--- src/include/rob_defs_defs.svh ---
// sizing macros for the reorder buffer, included by the package and every RTL stage
`ifndef ROB_DEFS_DEFS_SVH
`define ROB_DEFS_DEFS_SVH

// ==================================================
// buffer geometry
// ==================================================
`define ROB_DEPTH     16
// pointers carry one extra wrap bit above this
`define ROB_IDX_W     4

// ==================================================
// lane counts
// ==================================================
`define DECODE_WIDTH  2
`define COMMIT_WIDTH  2
`define ALU_PORTS     2

// ==================================================
// payload field widths
// ==================================================
`define PC_W          32
`define AREG_W        5
`define PREG_W        6
`define ECODE_W       6

`endif

--- src/rob_pkg.sv ---
// shared types for the reorder buffer, referenced by scoped name from every RTL stage
`default_nettype none
`include "rob_defs_defs.svh"

package rob_pkg;

  // instruction class recorded at allocation
  typedef enum logic [2:0] {
    INSTR_ALU    = 3'd0,
    INSTR_BRANCH = 3'd1,
    INSTR_LOAD   = 3'd2,
    INSTR_STORE  = 3'd3,
    INSTR_ATOMIC = 3'd4
  } instr_type_e;

  // one stored buffer entry
  typedef struct packed {
    logic                complete;
    instr_type_e         instr_type;
    logic [`PC_W-1:0]    pc;
    // rename state released at commit
    logic [`AREG_W-1:0]  arch_reg;
    logic [`PREG_W-1:0]  phy_reg;
    logic [`PREG_W-1:0]  old_phy_reg;
    logic                old_phy_reg_valid;
    logic                excp_valid;
    logic [`ECODE_W-1:0] ecode;
    // branch resolution from the ALU
    logic                br_redirect;
    logic [`PC_W-1:0]    br_target;
  } rob_entry_t;

endpackage

`default_nettype wire

--- src/rob_commit.sv ---
// commit stage of the reorder buffer: head pointer, commit masks and in-order retire outputs
`timescale 1ns/1ps
`default_nettype none
`include "rob_defs_defs.svh"

module rob_commit (
  input  logic                                        clk,
  input  logic                                        rst_n,
  input  logic                                        flush,
  input  logic [`ROB_IDX_W:0]                         tail_ptr,
  input  rob_pkg::rob_entry_t                         head_entry,
  input  rob_pkg::rob_entry_t                         next_entry,
  output logic [`ROB_IDX_W:0]                         head_ptr,
  output logic [`COMMIT_WIDTH-1:0]                    commit_valid,
  output logic [`COMMIT_WIDTH-1:0][`PC_W-1:0]         commit_pc,
  output logic [`COMMIT_WIDTH-1:0][`AREG_W-1:0]       commit_arch_reg,
  output logic [`COMMIT_WIDTH-1:0][`PREG_W-1:0]       commit_phy_reg,
  output logic [`COMMIT_WIDTH-1:0][`PREG_W-1:0]       commit_old_phy_reg,
  output logic [`COMMIT_WIDTH-1:0]                    commit_old_phy_reg_valid,
  output logic [`COMMIT_WIDTH-1:0]                    commit_excp_valid,
  output logic [`COMMIT_WIDTH-1:0][`ECODE_W-1:0]      commit_ecode,
  output logic [`COMMIT_WIDTH-1:0]                    commit_redirect,
  output logic [`COMMIT_WIDTH-1:0][`PC_W-1:0]         commit_target
);

  localparam int PTR_W = `ROB_IDX_W + 1;
  localparam int CNT_W = $clog2(`COMMIT_WIDTH) + 1;

  rob_pkg::rob_entry_t         lane_entry [`COMMIT_WIDTH];
  logic [PTR_W-1:0]            occupancy;
  logic [CNT_W-1:0]            commit_cnt;
  logic [`COMMIT_WIDTH-1:0]    valid_mask;
  logic                        redirect_mask;
  logic                        exc_mask;
  logic                        br_mask;
  logic                        commit_mask;

  assign lane_entry[0] = head_entry;
  assign lane_entry[1] = next_entry;
  assign occupancy     = tail_ptr - head_ptr;

  // ==================================================
  // commit masks
  // ==================================================
  // masks gate lane 1 only
  // redirect or exception drains the pipe, nothing retires behind it
  assign redirect_mask = ~head_entry.br_redirect & ~next_entry.br_redirect;
  assign exc_mask      = ~head_entry.excp_valid & ~next_entry.excp_valid;
  // one branch per cycle for the predictor update
  assign br_mask       = head_entry.instr_type != rob_pkg::INSTR_BRANCH;

  assign commit_mask = redirect_mask & exc_mask & br_mask;

  for (genvar i = 0; i < `COMMIT_WIDTH; i++) begin : gen_valid
    assign valid_mask[i] = occupancy > PTR_W'(i);
  end

  assign commit_valid[0] = valid_mask[0] & head_entry.complete;
  assign commit_valid[1] = commit_valid[0] & valid_mask[1] & next_entry.complete &
                           commit_mask;

  // ==================================================
  // retire outputs and head advance
  // ==================================================
  for (genvar i = 0; i < `COMMIT_WIDTH; i++) begin : gen_lane
    assign commit_pc[i]                = lane_entry[i].pc;
    assign commit_arch_reg[i]          = lane_entry[i].arch_reg;
    assign commit_phy_reg[i]           = lane_entry[i].phy_reg;
    assign commit_old_phy_reg[i]       = lane_entry[i].old_phy_reg;
    assign commit_old_phy_reg_valid[i] = lane_entry[i].old_phy_reg_valid;
    assign commit_excp_valid[i]        = lane_entry[i].excp_valid;
    assign commit_ecode[i]             = lane_entry[i].ecode;
    assign commit_redirect[i]          = lane_entry[i].br_redirect;
    assign commit_target[i]            = lane_entry[i].br_target;
  end

  always_comb begin
    commit_cnt = '0;
    for (int i = 0; i < `COMMIT_WIDTH; i++) begin
      commit_cnt = commit_cnt + CNT_W'(commit_valid[i]);
    end
  end

  always_ff @(posedge clk or negedge rst_n) begin
    if (!rst_n) begin
      head_ptr <= '0;
    end else if (flush) begin
      head_ptr <= '0;
    end else begin
      head_ptr <= head_ptr + PTR_W'(commit_cnt);
    end
  end

endmodule

`default_nettype wire

--- config.mk ---
export PLATFORM = sky130hd
export DESIGN_NAME = rob_commit
export DESIGN_NICKNAME = d
export VERILOG_FILES = /design/src/rob_pkg.sv /design/src/rob_commit.sv
export VERILOG_INCLUDE_DIRS = /design/src /design/src/include
export SDC_FILE = /design/constraint.sdc
export NUM_CORES = 1
export LEC_CHECK = 0
export ABC_AREA = 1
export BUFFER_PORTS_ARGS = -buffer_cell sky130_fd_sc_hd__buf_2
export CAP_MARGIN = 20
export CORE_AREA = 4 4 145 147
export CTS_CLUSTER_DIAMETER = 200
export DETAILED_ROUTE_END_ITERATION = 16
export DIE_AREA = 0 0 149 151
export GPL_TIMING_DRIVEN = 0
export HOLD_SLACK_MARGIN = 0.1
export PLACE_DENSITY = 0.48
export SYNTH_ARGS = -nofsm -noshare
export SYNTH_HDL_FRONTEND = slang
export SYNTH_SLANG_ARGS = --single-unit
--- constraint.sdc ---
create_clock -name clk -period 6.5 [get_ports clk]
set_input_delay 0.975 -clock clk [delete_from_list [all_inputs] [get_ports clk]]
set_output_delay 0.975 -clock clk [all_outputs]
set_load 0.01 [all_outputs]
-- After elaboration in Yosys (flattened, before gate mapping)
Index checks and enable logic that the tools add are counted.
Widths: inputs -> output; s select.
- flip-flop bits (word level): 5
- bits of input ports: 196
- output and inout port bits: 187
- word-level logic and storage cells: 20
- add/subtract/negate cells: 3
- order comparisons: 2
- eq/ne operators: 1
- mux-type cells: 1
- bitwise operators: 12
- operator list (cell ; count):
    $gt 5x1->1 const B ; 2
    $and 1x1->1 ; 8
    $add 5x2->5 ; 1
    $mux 5 ; 1
    $sub 5x5->5 ; 1
    $not 1->1 ; 4
    $ne 3x1->1 const B ; 1
    $add 1x1->2 ; 1

-- Longest topological paths before layout
Gate-level depths: netlist of run 1.
- depth after elaboration: 9
- mapped depth: 15
- gate-level depth less buffers: 15

-- Worst setup path after synthesis of run 1
No wires, ideal clock.
- path kind: input-to-output
- from: input tail_ptr[0]
- to: output commit_valid[0]
- arrival: 2.135 ns
- data required time: 5.525 ns
- setup slack: 3.390 ns
- stages on the path: 9
- buffers on the path: 0
- cell sequence: inv_1 ha_1 inv_1 fa_1 nand3_1 nand3_1 nand3_1 nor2_1 nor2_1
- cells in the longest elaborated chain, start to end: 3
- ends and longest elaborated chain (item ; RTL line ; source):
    start, declared ; rob_commit.sv:10 ; input logic [`ROB_IDX_W:0] tail_ptr,
    $sub 5x5->5 ; rob_commit.sv:40 ; assign occupancy = tail_ptr - head_ptr;
    $gt 5x1->1 ; rob_commit.sv:55 ; assign valid_mask[i] = occupancy > PTR_W'(i);
    $and 1x1->1 ; rob_commit.sv:58 ; assign commit_valid[0] = valid_mask[0] & head_entry.complete;
    end, declared ; rob_commit.sv:14 ; output logic [`COMMIT_WIDTH-1:0] commit_valid,
No other way between the ends.

-- Worst setup path after layout of run 1
Same ends and word-level chain as after synthesis.

==> results.json, run 1 <==
{
  "worstSkewPairLatency_ns": 0.23,
  "syn_avg_cell_area_sq_um": 7.44,
  "rsz0062_at_grt": "false",
  "nets": 656,
  "dieHeight_um": 151,
  "cts-root-buf": "clkbuf_16",
  "synth_edf_count": 0,
  "grt_pass1_vias": 1920,
  "cts_tree": "built",
  "post_drt_wl_per_cell_um": 10.8,
  "r2r_start": "head_ptr[0]",
  "irDropWorstVdd_mv": 0.154,
  "numCtsBuffers": 3,
  "setup_viol": 0,
  "rows": 52,
  "dp_hpwl_um": 7530,
  "path_clk_slew_ns": 0.03,
  "synth_nets": 448,
  "ys_async_sr_fraction_pct": 100,
  "vias": 1964,
  "instances_no_fill": 722,
  "timing.fmax_mhz": 293,
  "cts_setup_buffers": 0,
  "syn_inst": 245,
  "endpoint": "commit_valid[0]",
  "htree_num_levels": 1,
  "postRouteAntennaNets": 0,
  "synthTopCellsByArea": "buf_4 (74%), dfrtp_1 (6.9%), ha_1 (3.4%), inv_1 (2.9%), nand2_1 (2.7%)",
  "clock_path_buffers": 2,
  "top_regs": "head_ptr x5",
  "cts_resized": 0,
  "setup_tns_ns": 0,
  "status": "finished clean",
  "yosys_warnings": 0,
  "powerDensity_mw_per_mm2": 104,
  "place_congestion": 0.690,
  "synth_top_cells_by_count": "buf_4 (180), inv_1 (14), nand2_1 (13)",
  "portBuffers": 203,
  "holdWs_ns": 0.557,
  "dr.pass1.iters": 2,
  "clkSinkCount": 5,
  "cap_viol_max_count": 0,
  "ys_ff_latch": 5,
  "top_register": "head_ptr",
  "reg2reg_to": "head_ptr[4]",
  "diodes": 0,
  "yosysUniqueCellTypes": 16,
  "hp-class": "in -> async",
  "initial_utilization_pct": 9.16,
  "end_kind": "primary output",
  "finalHoldViolCount": 0,
  "fin_skew_ns": 0.000981,
  "reg2reg_slack_ns": 3.82,
  "grt_pass1_wl_um": 9720,
  "cp_max_fo": 3,
  "dieArea_sq_mm": 0.0225,
  "wl_um": 7830,
  "largest_reg_flops": 5,
  "arrival_ns": 2.44,
  "ys_seq_area_share_pct": 6.86,
  "required_ns": 5.52,
  "antenna_found_initial": 0,
  "area_growth_pct": 78.6,
  "drive_above_1_share_pct": 85.8,
  "synthesis.area_sq_mm": 0.00182,
  "drc": 0,
  "grt.overflow.total": 0,
  "track_usage_pct": 5.51,
  "crit_path_start_kind": "primary input",
  "crit_start": "tail_ptr[0]",
  "setup_ws_ns": 3.09,
  "power.total_uw": 339,
  "drtIter0Drc": 27,
  "max_slew_margin_pct": 66.9,
  "drv_slew": 0,
  "synth.top_cell.area_share_pct": 74.1,
  "reg2regPathDepth": 14,
  "place_worst_setup_slack_ns": 3.06,
  "fin_crit_sh_pct": 52.5,
  "leakagePower_nw": 1.97,
  "synthFlopType": "dfrtp_1",
  "min_period_ns": 3.41,
  "synth_top_area_cell": "buf_4",
  "synth_most_common_cell": "buf_4",
  "cts_hold_buf": 0,
  "io_pins": 383,
  "dp_cells": 718,
  "core_area_sq_mm": 0.0199,
  "grt_max_degree": 6,
  "crit_type": "in -> out",
  "via_per_inst": 2.72,
  "die_x_um": 149,
  "tightest_slew_ns": 0.492
}
## layer usage
layer	GRT usage, %	wire length [um]	vias to the layer above
met5	0	0	-
met4	0.686	15	0
met3	0.838	981	2
met2	11.0	4340	185
met1	6.24	2490	804
li1	-	-	973
## where the power goes
group	internal (mW)	switching (mW)	total, mW	leakage (nW)
registers	0.0330	0.00207	0.0351	0.0684
logic	0.119	0.0836	0.203	1.86
clock network	0.0813	0.0200	0.101	0.0382
total	0.234	0.106	0.339	1.97
## cell usage in the layout, fill, tap and decap left out
cell / Yosys / routed
or2_1: 1 / 1
buf_2: 0 / 203
or3b_2: 1 / 1
nand3_1: 6 / 6
xnor2_1: 1 / 1
buf_4: 180 / 180
nor2_1: 10 / 10
xor2_1: 2 / 2
clkbuf_16: 0 / 3
nor4_1: 1 / 1
nand3_2: 1 / 1
clkbuf_1: 0 / 1
inv_1: 14 / 14
nand2_1: 13 / 13
a21oi_1: 2 / 2
nand3b_1: 1 / 1
dfrtp_1: 5 / 5
fa_1: 2 / 2
ha_1: 5 / 5
## area by class of cell
| type | instances | area, sq um |
|---|---|---|
| multi-input combinational | 46 | 294 |
| fill | 2275 | 16700 |
| timing repair buffer | 203 | 1020 |
| sequential | 5 | 125 |
| inverter | 14 | 52.6 |
| clock buffer | 4 | 78.8 |
| buffer | 180 | 1350 |
| tap | 270 | 338 |
## kinds of logic (layout without fill, tap and decap cells)
group           Yosys count  count (layout)  share of synthesized area, %
xor+xnor                  3               3                          1.44
simple gates             34              34                          8.51
buf+inv                 194             401                          77.0
flops                     5               5                          6.86
compound gates            2               2                         0.549
fa+ha+maj                 7               7                          5.63
## worst min path at each step
stage	slack, ns	cells after the start	to
2_1_floorplan	0.60	2	head_ptr[4]
3_3_place_gp	0.58	2	head_ptr[3]
3_5_place_dp	0.57	2	head_ptr[4]
4_1_cts	0.56	1	head_ptr[2]
5_1_grt	0.57	1	head_ptr[3]
6_report	0.56	1	head_ptr[2]
## stage by stage
| step | cell area [sq um] | util [%] |
|---|---|---|
| 5_1_grt | 3260 | 16.4 |
| 2_1_floorplan | 1820 | - |
| 3_3_place_gp | 3180 | 16.0 |
| 6_report | 3260 | 16.4 |
| 3_5_place_dp | 3180 | 16.0 |
| 4_1_cts | 3260 | 16.4 |
## critical path, stage by stage
cell     delay, ns
buf_2         0.10
inv_1         0.05
ha_1          0.13
inv_1         0.06
fa_1          0.41
inv_1         0.07
nand2_1       0.05
a21oi_1       0.17
nand3_2       0.10
nor2_1        0.12
nor2_1        0.07
buf_2         0.14
Note: power is estimated with default switching activity, not from simulation.
==> run 2: changes to the inputs <==
CORE_AREA = 4 4 147 149   (was 4 4 145 147)
DIE_AREA = 0 0 151 153   (was 0 0 149 151)
clock period = 2.8 ns   (was 6.5 ns; I/O delays follow)
==> results.json, run 2 (synthesized netlist as in run 1, its figures left out) <==
{
  "final_common_cell": "buf_2",
  "min_period_ns": 2.61,
  "portBuffers": 203,
  "clkSinkCount": 5,
  "cts_setup_buffers": 0,
  "fin_skew_ns": 0.000575,
  "power.total_uw": 792,
  "drc": 0,
  "max_slew_margin_pct": 68.1,
  "end_kind": "flip-flop",
  "drv_slew": 0,
  "p_clk_share_pct": 29.8,
  "irDropWorstVdd_mv": 0.244,
  "numCtsBuffers": 3,
  "dr.pass1.iters": 4,
  "grt_pass1_vias": 1927,
  "reg2regPathDepth": 12,
  "endpoint": "head_ptr[4]",
  "top_regs": "head_ptr x5",
  "intPower_uw": 544,
  "post_drt_wl_per_cell_um": 11.2,
  "area_growth_pct": 79.5,
  "rows": 52,
  "comb_power_share_pct": 59.9,
  "timing.fmax_mhz": 383,
  "cp_max_fo": 3,
  "tightest_slew_ns": 0.474,
  "htree_num_levels": 1,
  "track_usage_pct": 5.85,
  "antenna_found_initial": 1,
  "instances_no_fill": 723,
  "r2r_start": "head_ptr[0]",
  "nets": 657,
  "worstSkewPairLatency_ns": 0.23,
  "sequentialPowerShare_pct": 10.3,
  "place_congestion": 0.748,
  "diodes": 0,
  "top_register": "head_ptr",
  "drive_above_1_share_pct": 86.3,
  "grt_max_degree": 6,
  "cap_viol_max_count": 0,
  "wl_um": 8080,
  "crit_path_start_kind": "flip-flop",
  "setup_viol": 0,
  "required_ns": 2.92,
  "die_x_um": 151,
  "via_per_inst": 2.78,
  "arrival_ns": 2.73,
  "cts-root-buf": "clkbuf_16",
  "switching_share_pct": 31.2,
  "drtIter0Drc": 38,
  "leakagePower_nw": 1.97,
  "core_area_sq_mm": 0.0202,
  "path_clk_slew_ns": 0.03,
  "powerDensity_mw_per_mm2": 242,
  "crit_type": "reg -> reg",
  "io_pins": 383,
  "reg2reg_to": "head_ptr[4]",
  "grt.overflow.total": 0,
  "grt_pass1_wl_um": 10600,
  "p_sw_uw": 247,
  "initial_utilization_pct": 9.04,
  "cts_tree": "built",
  "crit_start": "head_ptr[0]",
  "rsz0062_at_grt": "false",
  "fin_crit_sh_pct": 93.3,
  "setup_ws_ns": 0.189,
  "largest_reg_flops": 5,
  "hp-class": "in -> reg",
  "holdWs_ns": 0.406,
  "postRouteAntennaNets": 0,
  "dp_cells": 718,
  "dp_hpwl_um": 7720,
  "status": "finished clean",
  "place_worst_setup_slack_ns": -0.0438,
  "finalHoldViolCount": 0,
  "clock_path_buffers": 2,
  "vias": 2013,
  "dieArea_sq_mm": 0.0231,
  "final_cell_mix": "buf_2 (203), buf_4 (180), inv_1 (14)",
  "reg2reg_slack_ns": 0.19,
  "dieHeight_um": 153
}
[run 2: cell types whose count changed in the layout (fill, tap and decap cells not counted)]
cell           before  now
dfrtp_1             5    4
dfrtp_2             0    1
dlygate4sd3_1       0    1
fa_1                2    1
fa_2                0    1
ha_1                5    4
ha_2                0    1
[run 2: layer usage]
layer  wire [um]  track usage (%)  share of wire [%]
met1        2470             5.98                 31
met5          13                0               0.16
met3        1090             1.01                 13
met4          44            0.907               0.54
met2        4460             12.2                 55
[run 2: area by class of cell]
class | instances | area (sq um)
fillers | 2302 | 16900
plain buffers | 180 | 1350
repair buffers | 204 | 1030
well taps | 270 | 338
multi-input cells | 46 | 299
flip-flops and latches | 5 | 126
clock buffers | 4 | 78.8
inverters | 14 | 52.6
[run 2: worst max-delay path, stage by stage, from the launching register on]
cell and delay (ns):
dfrtp_2 0.42, ha_1 0.19, inv_1 0.09, fa_2 0.43
a21oi_1 0.16, nand3_2 0.10, nor2_1 0.12, nor2_1 0.07
fa_1 0.42, ha_2 0.21, nand3_1 0.09, xor2_1 0.14
nor2_1 0.05
[run 2: power groups by stage]
stage          logic, mW  registers, mW  clock network (mW)
6_report           0.474         0.0819               0.236
3_5_place_dp       0.480         0.0828                   0
4_1_cts            0.482         0.0820               0.240
5_1_grt            0.519         0.0832               0.250
3_3_place_gp       0.480         0.0823                   0
2_1_floorplan      0.306         0.0833                   0
[run 2: worst min-delay path by stage]
stage          startpoint          end  slack [ns]  cells past startpoint
6_report            flush  head_ptr[0]        0.41                      2
4_1_cts             flush  head_ptr[0]        0.41                      2
3_3_place_gp        rst_n  head_ptr[2]        0.24                      1
2_1_floorplan       rst_n  head_ptr[0]        0.12                      0
3_5_place_dp        rst_n  head_ptr[2]        0.24                      1
5_1_grt             flush  head_ptr[2]        0.43                      2
[run 2: repair_timing]
item                       in CTS  in global routing
hold buffers                    1                  0
setup endpoints to repair       0                  1
resized for setup               0                  3
hold endpoints to repair        5                  0
[run 2: metrics by stage]
step / instance area (sq um) / TNS [ns] / utilization [%]
after floorplan: 1820 / 0 / -
after global placement: 3180 / -0.0464 / 15.8
after detailed placement: 3180 / -0.0438 / 15.8
after CTS: 3270 / 0 / 16.2
after global routing: 3270 / 0 / 16.2
final: 3270 / 0 / 16.2
