--- config.mk ---
export PLATFORM = sky130hd
export DESIGN_NAME = rob_alloc
export DESIGN_NICKNAME = d
export VERILOG_FILES = /design/src/rob_alloc.sv
export VERILOG_INCLUDE_DIRS = /design/src /design/src/include
export SDC_FILE = /design/constraint.sdc
export NUM_CORES = 1
export LEC_CHECK = 0
export BUFFER_PORTS_ARGS = -buffer_cell sky130_fd_sc_hd__buf_2
export CAP_MARGIN = 20
export CORE_MARGIN = 5
export CORE_UTILIZATION = 46
export CTS_CLUSTER_SIZE = 24
export DETAILED_ROUTE_END_ITERATION = 10
export GPL_TIMING_DRIVEN = 0
export PLACE_DENSITY = 0.8
export SYNTH_ARGS = -nofsm -noshare
export SYNTH_HDL_FRONTEND = slang
export SYNTH_SLANG_ARGS = --single-unit
--- constraint.sdc ---
create_clock -name clk -period 3.7 [get_ports clk]
set_input_delay 0.37 -clock clk [delete_from_list [all_inputs] [get_ports clk]]
set_output_delay 0.37 -clock clk [all_outputs]
set_load 0.02 [all_outputs]
--- src/include/rob_defs_defs.svh ---
// sizing macros for the reorder buffer, included by the package and every RTL stage
`ifndef ROB_DEFS_DEFS_SVH
`define ROB_DEFS_DEFS_SVH

// ==================================================
// buffer geometry
// ==================================================
`define ROB_DEPTH     16
// pointers carry one extra wrap bit above this
`define ROB_IDX_W     4

// ==================================================
// lane counts
// ==================================================
`define DECODE_WIDTH  2
`define COMMIT_WIDTH  2
`define ALU_PORTS     2

// ==================================================
// payload field widths
// ==================================================
`define PC_W          32
`define AREG_W        5
`define PREG_W        6
`define ECODE_W       6

`endif

--- src/rob_alloc.sv ---
// allocation stage of the reorder buffer: tail pointer, ready level and per-lane slots
`timescale 1ns/1ps
`default_nettype none
`include "rob_defs_defs.svh"

module rob_alloc (
  input  logic                                      clk,
  input  logic                                      rst_n,
  input  logic                                      flush,
  input  logic [`DECODE_WIDTH-1:0]                  alloc_valid,
  input  logic [`ROB_IDX_W:0]                       head_ptr,
  output logic                                      alloc_ready,
  output logic [`DECODE_WIDTH-1:0][`ROB_IDX_W-1:0]  alloc_rob_idx,
  output logic [`DECODE_WIDTH-1:0]                  alloc_wrap,
  output logic [`DECODE_WIDTH-1:0]                  alloc_fire,
  output logic [`DECODE_WIDTH-1:0][`ROB_IDX_W-1:0]  alloc_slot,
  output logic [`ROB_IDX_W:0]                       tail_ptr
);

  localparam int PTR_W = `ROB_IDX_W + 1;
  localparam int CNT_W = $clog2(`DECODE_WIDTH) + 1;

  logic [PTR_W-1:0]                     occupancy;
  logic [CNT_W-1:0]                     alloc_cnt;
  logic [`DECODE_WIDTH-1:0][PTR_W-1:0]  lane_ptr;

  // ==================================================
  // occupancy and ready
  // ==================================================
  // wrap bit makes the difference exact from 0 to ROB_DEPTH
  assign occupancy   = tail_ptr - head_ptr;
  assign alloc_ready = occupancy <= PTR_W'(`ROB_DEPTH - `DECODE_WIDTH);

  // ==================================================
  // lane slots
  // ==================================================
  // each lane skips past the valid lanes below it
  always_comb begin
    alloc_cnt = '0;
    for (int i = 0; i < `DECODE_WIDTH; i++) begin
      lane_ptr[i] = tail_ptr + PTR_W'(alloc_cnt);
      alloc_cnt   = alloc_cnt + CNT_W'(alloc_valid[i]);
    end
  end

  for (genvar i = 0; i < `DECODE_WIDTH; i++) begin : gen_lane
    assign alloc_fire[i]    = alloc_ready & alloc_valid[i];
    assign alloc_slot[i]    = lane_ptr[i][`ROB_IDX_W-1:0];
    assign alloc_rob_idx[i] = lane_ptr[i][`ROB_IDX_W-1:0];
    assign alloc_wrap[i]    = lane_ptr[i][`ROB_IDX_W];
  end

  // tail moves by the number of accepted lanes
  always_ff @(posedge clk or negedge rst_n) begin
    if (!rst_n) begin
      tail_ptr <= '0;
    end else if (flush) begin
      tail_ptr <= '0;
    end else if (alloc_ready) begin
      tail_ptr <= tail_ptr + PTR_W'(alloc_cnt);
    end
  end

endmodule

`default_nettype wire

# Word-level counts from Yosys, hierarchy flattened
# Index checks and enable logic that the tools add are counted.
[classes]
addsub = 4
magnitude_cmp = 1
n_mux = 2
bitwise = 2
n_reduce_logical = 1
[ops]
columns = ["op", "n"]
rows = [
  ["5-bit 2-to-1 mux", 2],
  ["5-bit by 1-bit adder with 5-bit output", 1],
  ["5-bit by 2-bit adder with 5-bit output", 1],
  ["5-bit by 4-bit <= comparator with 1-bit output, second input constant", 1],
  ["5-bit subtractor", 1],
  ["1-bit by 1-bit adder with 2-bit output", 1],
  ["1-bit AND", 2],
  ["2-bit nonzero test", 1],
]
[word_totals]
regBits = 5
input_bits = 10
output_inout_bits = 26
elab_cells = 11

# Logic depth before layout (Yosys ltp)
# Gate-level depths: netlist of run 1.
[depth]
ltp_word = 4
mapped_depth = 9
depth_no_buf = 8

# Worst setup path before layout of run 1
# No wires, ideal clock.
[synth_path]
kind = "flip-flop to output port"
start = "reg tail_ptr[0]"
end = "out alloc_fire[0]"
arrival_ns = 2.119
path_slack_ns = 1.211
path_stages_with_launch = 8
path_buffers = 0
path_cell_list = "dfrtp_1 > inv_1 > ha_1 > fa_1 > or2b_1 > a21oi_1 > xnor2_1 > and3_1"
[synth_via]
elab_chain_cells = 3
[synth_rtl]
columns = ["item", "line", "rtl"]
rows = [
  ["from (decl)", "rob_alloc.sv:17", "output logic [`ROB_IDX_W:0] tail_ptr"],
  ["from (signal assigned)", "rob_alloc.sv:60", "tail_ptr <= tail_ptr + PTR_W'(alloc_cnt);"],
  ["5-bit subtractor", "rob_alloc.sv:31", "assign occupancy = tail_ptr - head_ptr;"],
  ["5-bit by 4-bit <= comparator with 1-bit output", "rob_alloc.sv:32", "assign alloc_ready = occupancy <= PTR_W'(`ROB_DEPTH - `DECODE_WIDTH);"],
  ["1-bit AND", "rob_alloc.sv:47", "assign alloc_fire[i] = alloc_ready & alloc_valid[i];"],
  ["to (decl)", "rob_alloc.sv:15", "output logic [`DECODE_WIDTH-1:0] alloc_fire,"],
]
# No other way between the ends.

# Worst setup path in the final report of run 1
[layout_path]
start = "reg tail_ptr[0]"
end = "out alloc_ready"
[layout_via]
elab_chain_cells = 2
[layout_rtl]
columns = ["item", "line", "rtl"]
rows = [
  ["5-bit subtractor", "rob_alloc.sv:31", ""],
  ["5-bit by 4-bit <= comparator with 1-bit output", "rob_alloc.sv:32", ""],
  ["to (decl)", "rob_alloc.sv:12", "output logic alloc_ready,"],
]
# No other way between the ends.

==> impl_metrics.env, run 1 <==
export IMPL_fin_crit_ns=2.87
export IMPL_globalplace_congestion=0.722
export IMPL_synth_seq_cells=5
export IMPL_status="finished clean"
export IMPL_required_ns=3.33
export IMPL_ys_types=23
export IMPL_die_y_um=47.2
export IMPL_stdcell_count=130
export IMPL_clkSinkCount=5
export IMPL_overflow=0
export IMPL_top_layer="met4"
export IMPL_period_share_pct=77.5
export IMPL_coreArea_um2=1300
export IMPL_worstSetupEndpointType="primary output"
export IMPL_cts_root_buf="clkbuf_4"
export IMPL_drtIter0Drc=10
export IMPL_synth_net_count=94
export IMPL_diodes=0
export IMPL_max_cap_violations=0
export IMPL_regMostFlops="tail_ptr"
export IMPL_r2r_cells=8
export IMPL_die_width_um=47.2
export IMPL_num_nets_final=135
export IMPL_worstPathArrival_ns=2.50
export IMPL_avgSynthCellArea_um2=8.49
export IMPL_io_buffers=35
export IMPL_cts_tree="yes"
export IMPL_dpl_hpwl_um=1180
export IMPL_holdBufCountCts=1
export IMPL_worst_slack_ns=0.831
export IMPL_worstSetupPathType="reg2out"
export IMPL_clkTransAtPathRegs_ns=0.05
export IMPL_reg2reg_slack_ns=1.17
export IMPL_yosysWarnings=0
export IMPL_viasPerCell=4.91
export IMPL_layout_drive_gt1_share_pct=47.0
export IMPL_track_usage_pct=15.7
export IMPL_fillers=130
export IMPL_cp_slowest_cell="dfrtp_1"
export IMPL_rr_startpoint="tail_ptr[0]"
export IMPL_dpl_worst_slack_ns=1.11
export IMPL_dp_cells=125
export IMPL_max_freq_mhz=349
export IMPL_worst_slew_pin_slew_ns=0.445
export IMPL_cts_made_buffers=3
export IMPL_r2r_end="tail_ptr[4]"
export IMPL_path_max_fanout=7
export IMPL_rsz0062_at_grt="false"
export IMPL_syn_to_final_growth_pct=36.1
export IMPL_drt_wl_total_um=1440
export IMPL_p_per_area_nw_per_um2=308
export IMPL_path_cells="inv_1 > ha_1 > fa_1 > or2b_1 > a21oi_1 > xor2_1 > nor2_1 > buf_2"
export IMPL_cp_endpoint="alloc_ready"
export IMPL_path_depth=8
export IMPL_vias=638
export IMPL_worstSkewPairLatency_ns=0.26
export IMPL_final_common_cell="buf_2"
export IMPL_ios=36
export IMPL_startpoint="tail_ptr[0]"
export IMPL_finalSetupTns_ns=0
export IMPL_p_leak_nw=0.527
export IMPL_drtPass1Iterations=4
export IMPL_total_power_mw=0.267
export IMPL_ctsResizeCount=0
export IMPL_final_cell_mix="buf_2 (35), buf_4 (13), nand3_1 (8)"
export IMPL_hold_path_depth=2
export IMPL_synth_area_um2=637
export IMPL_clockBufferDepth=2
export IMPL_final_max_slew_viol_count=0
export IMPL_slowest_delay_ns=0.45
export IMPL_cts_setup_buffers=0
export IMPL_route_met3_wl_um=205
export IMPL_grt_max_degree=11
export IMPL_synth_seq_area_share_pct=19.6
export IMPL_start_util_pct=48.9
export IMPL_syn_instance_count=75
export IMPL_start_kind="flip-flop"
export IMPL_antenna_found_initial=0
export IMPL_wire_per_inst_um=11.1
export IMPL_peakVddDrop_mv=0.207
export IMPL_grt_pass1_wl_um=2400
export IMPL_path_delay_family="adder cells"
export IMPL_largest_reg_flops=5
export IMPL_rows=13
export IMPL_wl_met2_um=656
export IMPL_setup_viol=0
export IMPL_hold_viol_final=0
export IMPL_skew_ns=0.00542
export IMPL_dieArea_um2=2230
export IMPL_m1WireLength_um=560
export IMPL_hp_class="in2reg"
export IMPL_cp_buffers_inverters=2
export IMPL_cts_htree_levels=1
export IMPL_slew_headroom_pct=70.2
export IMPL_ant_nets=0
export IMPL_grt_pass1_vias=584
export IMPL_top_regs="tail_ptr x5"
export IMPL_drcViolationCount=0
## per-stage QoR
step	area, um^2	hold WS (ns)	util, %
after floorplan	637	0.0744	-
after global placement	831	0.184	63.8
after detailed placement	831	0.187	63.8
after CTS	867	0.338	66.6
after global routing	867	0.348	66.6
final	867	0.345	66.6
## how the worst min path moves through the flow
stage                      from          end  slack, ns
final                     flush  tail_ptr[3]       0.35
after global routing      flush  tail_ptr[3]       0.35
after CTS                 flush  tail_ptr[3]       0.34
after detailed placement  rst_n  tail_ptr[3]       0.19
after global placement    rst_n  tail_ptr[4]       0.18
after floorplan           rst_n  tail_ptr[0]       0.07
## metal layers
metal	up-vias	GRT usage (%)
met5	-	0
met4	0	9.94
li1	330	-
met2	33	25.2
met3	3	4.60
met1	272	18.1
## cell usage after synthesis
cell type  count  share of area, %
a21o_2         1               1.4
a21oi_1        5               3.9
and3_1         3               2.9
and3b_1        1               1.4
buf_4         13                15
clkbuf_1       1              0.59
clkbuf_2       1              0.79
dfrtp_1        5                20
fa_1           2               6.3
ha_1           7                14
inv_1          5               2.9
mux2_2         1               1.8
nand3_1        8               6.3
nor2_1         4               2.4
nor2b_1        1              0.98
nor3_1         1              0.79
o21ai_0        3               2.4
o31ai_1        2               2.4
or2b_1         1               1.2
or3_1          1              0.98
or4_1          2               2.4
xnor2_1        4               5.5
xor2_1         3               4.1
## power breakdown
group | switching (mW) | internal, mW | total [mW]
Sequential | 0.00806 | 0.0582 | 0.0662
Clock | 0.0274 | 0.0411 | 0.0684
Combinational | 0.0752 | 0.0573 | 0.132
Total | 0.111 | 0.157 | 0.267
## layout make-up
class | instances | area [um^2] | area share, %
Tap cell | 15 | 18.8 | 2.16
Clock buffer | 4 | 26.3 | 3.03
Sequential cell | 5 | 125 | 14.4
Multi-Input combinational cell | 50 | 387 | 44.6
Buffer | 15 | 106 | 12.3
Timing Repair Buffer | 36 | 185 | 21.4
Inverter | 5 | 18.8 | 2.16
## cells by family (layout without fill, tap and decap cells)
family | Yosys count | in the layout | share of synthesized area (%)
adder cells (fa/ha/maj) | 9 | 9 | 20.0
flip-flops | 5 | 5 | 19.6
AO/OA/AOI/OAI | 11 | 11 | 10.0
multiplexers | 1 | 1 | 1.77
buffers and inverters | 20 | 60 | 19.6
XOR/XNOR | 7 | 7 | 9.63
AND/OR/NAND/NOR | 22 | 22 | 19.3
Power figures use the tool's default switching activity.
==> run 2: changes to the inputs <==
ABC_AREA = 1   (was default)
CORE_UTILIZATION = 40   (was 46)
PLACE_DENSITY = 0.72   (was 0.8)
clock period = 2.4 ns   (was 3.7 ns; I/O delays follow)
==> impl_metrics.env, run 2 <==
export IMPL_status="finished clean"
export IMPL_vias=738
export IMPL_clkSinkCount=5
export IMPL_layout_drive_gt1_share_pct=48.9
export IMPL_ys_types=17
export IMPL_drtIter0Drc=5
export IMPL_fillers=161
export IMPL_wl_met2_um=711
export IMPL_hold_viol_final=0
export IMPL_dieArea_um2=2640
export IMPL_wire_per_inst_um=10.2
export IMPL_cts_root_buf="clkbuf_4"
export IMPL_slowest_delay_ns=0.42
export IMPL_viasPerCell=4.79
export IMPL_final_cell_mix="buf_2 (35), buf_4 (18), nand2_1 (14)"
export IMPL_cp_buffers_inverters=2
export IMPL_worstSkewPairLatency_ns=0.25
export IMPL_utilization_pct=57.5
export IMPL_drt_wl_total_um=1580
export IMPL_top_layer="met4"
export IMPL_cts_htree_levels=1
export IMPL_reg2reg_slack_ns=0.45
export IMPL_r2r_cells=11
export IMPL_ios=36
export IMPL_p_per_area_nw_per_um2=510
export IMPL_drcViolationCount=0
export IMPL_final_common_cell="buf_2"
export IMPL_clkTransAtPathRegs_ns=0.05
export IMPL_route_met3_wl_um=136
export IMPL_cts_tree="yes"
export IMPL_p_clk_share_pct=20.4
export IMPL_grt_pass1_wl_um=2570
export IMPL_m1WireLength_um=699
export IMPL_syn_to_final_growth_pct=40.2
export IMPL_combPwrFrac_pct=58.2
export IMPL_path_max_fanout=6
export IMPL_worstSetupPathType="reg2out"
export IMPL_setup_viol=0
export IMPL_path_cells="inv_1 > ha_2 > fa_2 > nor2_1 > nand2_1 > nor2_2 > nand3_4 > nand2_4 > nor2_1 > buf_4"
export IMPL_fin_crit_ns=2.32
export IMPL_regArea_um2=128
export IMPL_worstSetupEndpointType="primary output"
export IMPL_ant_nets=0
export IMPL_avgSynthCellArea_um2=7.36
export IMPL_antenna_found_initial=0
export IMPL_coreArea_um2=1670
export IMPL_power_switching_mw=0.214
export IMPL_io_buffers=35
export IMPL_synth_main_ff_cell="dfrtp_1"
export IMPL_cts_made_buffers=3
export IMPL_syn_instance_count=93
export IMPL_overflow=0
export IMPL_clockBufferDepth=2
export IMPL_multi_input_area_um2=400
export IMPL_worst_path_most_repeated_cell="nor2_1"
export IMPL_worstPathArrival_ns=2.08
export IMPL_start_util_pct=41.0
export IMPL_synth_top_area_share_pct=18.3
export IMPL_netlist_top_cells_count="inv_1 (14), nand2_1 (14), buf_4 (13), nand3_1 (13), ha_1 (7)"
export IMPL_largest_reg_flops=5
export IMPL_die_width_um=51.4
export IMPL_finalSetupTns_ns=0
export IMPL_path_delay_family="simple AND/OR/NAND/NOR gates"
export IMPL_track_usage_pct=12.4
export IMPL_regMostFlops="tail_ptr"
export IMPL_p_leak_nw=0.622
export IMPL_grt_pass1_vias=648
export IMPL_rows=15
export IMPL_synth_net_count=112
export IMPL_die_y_um=51.4
export IMPL_slew_headroom_pct=81.9
export IMPL_hp_class="in2async"
export IMPL_period_share_pct=96.5
export IMPL_diodes=0
export IMPL_yosysWarnings=0
export IMPL_synth_seq_area_share_pct=18.3
export IMPL_peakVddDrop_mv=0.305
export IMPL_synth_area_um2=684
export IMPL_max_cap_violations=0
export IMPL_dpl_hpwl_um=1250
export IMPL_grt_max_degree=11
export IMPL_swShare_pct=43.6
export IMPL_synth_top_area_cell="dfrtp_1"
export IMPL_final_max_slew_viol_count=0
export IMPL_p_int_mw=0.276
export IMPL_synthArstFlopShare_pct=100
export IMPL_drtPass1Iterations=4
export IMPL_r2r_end="tail_ptr[3]"
export IMPL_cp_slowest_cell="fa_2"
export IMPL_synth_edf_count=0
export IMPL_synth_seq_cells=5
export IMPL_p_seq_share_pct=21.3
export IMPL_required_ns=2.16
export IMPL_skew_ns=0.00336
export IMPL_num_nets_final=157
export IMPL_top_regs="tail_ptr x5"
export IMPL_globalplace_congestion=0.761
export IMPL_max_freq_mhz=432
export IMPL_worst_slew_pin_slew_ns=0.272
export IMPL_rr_startpoint="tail_ptr[0]"
export IMPL_synth_area_leaders="dfrtp_1 (18%), buf_4 (14%), ha_1 (13%)"
export IMPL_start_kind="flip-flop"
[run 2: metrics by stage]
| step | area [um^2] | setup WS (ns) | std cells | hold WS, ns | total power, mW |
|---|---|---|---|---|---|
| 6_report | 960 | 0.0829 | 154 | 0.331 | 0.490 |
| 5_1_grt | 960 | -0.0328 | 154 | 0.347 | 0.529 |
| 4_1_cts | 926 | 0.0209 | 151 | 0.331 | 0.477 |
| 3_5_place_dp | 881 | 0.197 | 145 | 0.0603 | 0.367 |
| 2_1_floorplan | 684 | 0.242 | 93 | -0.0556 | 0.292 |
| 3_3_place_gp | 881 | 0.217 | 145 | 0.0532 | 0.360 |
[run 2: layout make-up]
class                   count  share of cell area (%)
plain buffers              14                    10.7
repair buffers             40                    22.7
flip-flops and latches      5                    13.3
inverters                  17                    6.65
clock buffers               4                    2.74
multi-input cells          57                    41.7
well taps                  17                    2.22
[run 2: what timing repair did]
item	CTS	global route
cloned	0	0
gates resized for setup	1	6
hold buffers	1	0
setup buffers	1	3
endpoints found under the setup margin	3	3
pin swaps	0	1
endpoints found under the hold margin	5	0
[run 2: how the worst max path moves through the flow]
stage	from	end	slack (ns)	depth (start not counted)
global placement	tail_ptr[0]	alloc_fire[1]	0.22	10
finish	tail_ptr[0]	alloc_fire[1]	0.08	10
global route	tail_ptr[0]	alloc_ready	-0.03	10
floorplan	tail_ptr[0]	alloc_fire[0]	0.24	10
detailed placement	tail_ptr[0]	alloc_fire[0]	0.20	10
CTS	tail_ptr[1]	alloc_fire[0]	0.02	9
[run 2: logic make-up after synthesis]
logic type	after synthesis	synth area share (%)
xor gates and xnor gates	6	7.68
DFF	5	18.3
adders and majority gates	9	18.6
AOI/OAI and AO/OA	2	1.46
buffers and inverters	31	24.3
and+or+nand+nor	40	29.6
[run 2: routing by layer]
metal | track usage (%) | vias up
met5 | 0 | -
met4 | 6.55 | 0
met3 | 1.17 | 4
met2 | 20.8 | 35
met1 | 15.7 | 326
li1 | - | 373
[run 2: worst reg2reg max path, stage by stage, from the launching register on]
cell and delay [ns]:
dfrtp_2 0.41, inv_1 0.06, ha_2 0.18, fa_2 0.42, nor2_1 0.11, nand2_1 0.08, nor2_2 0.14, nand3_4 0.13
nand2_4 0.11, buf_4 0.12, nand3_1 0.06, nand2_1 0.07
[run 2: power groups by stage]
stage / sequential, mW / combinational, mW / clock, mW
2_1_floorplan: 0.113 / 0.180 / 0
3_3_place_gp: 0.109 / 0.251 / 0
3_5_place_dp: 0.109 / 0.258 / 0
4_1_cts: 0.104 / 0.270 / 0.103
5_1_grt: 0.106 / 0.313 / 0.109
6_report: 0.104 / 0.285 / 0.100
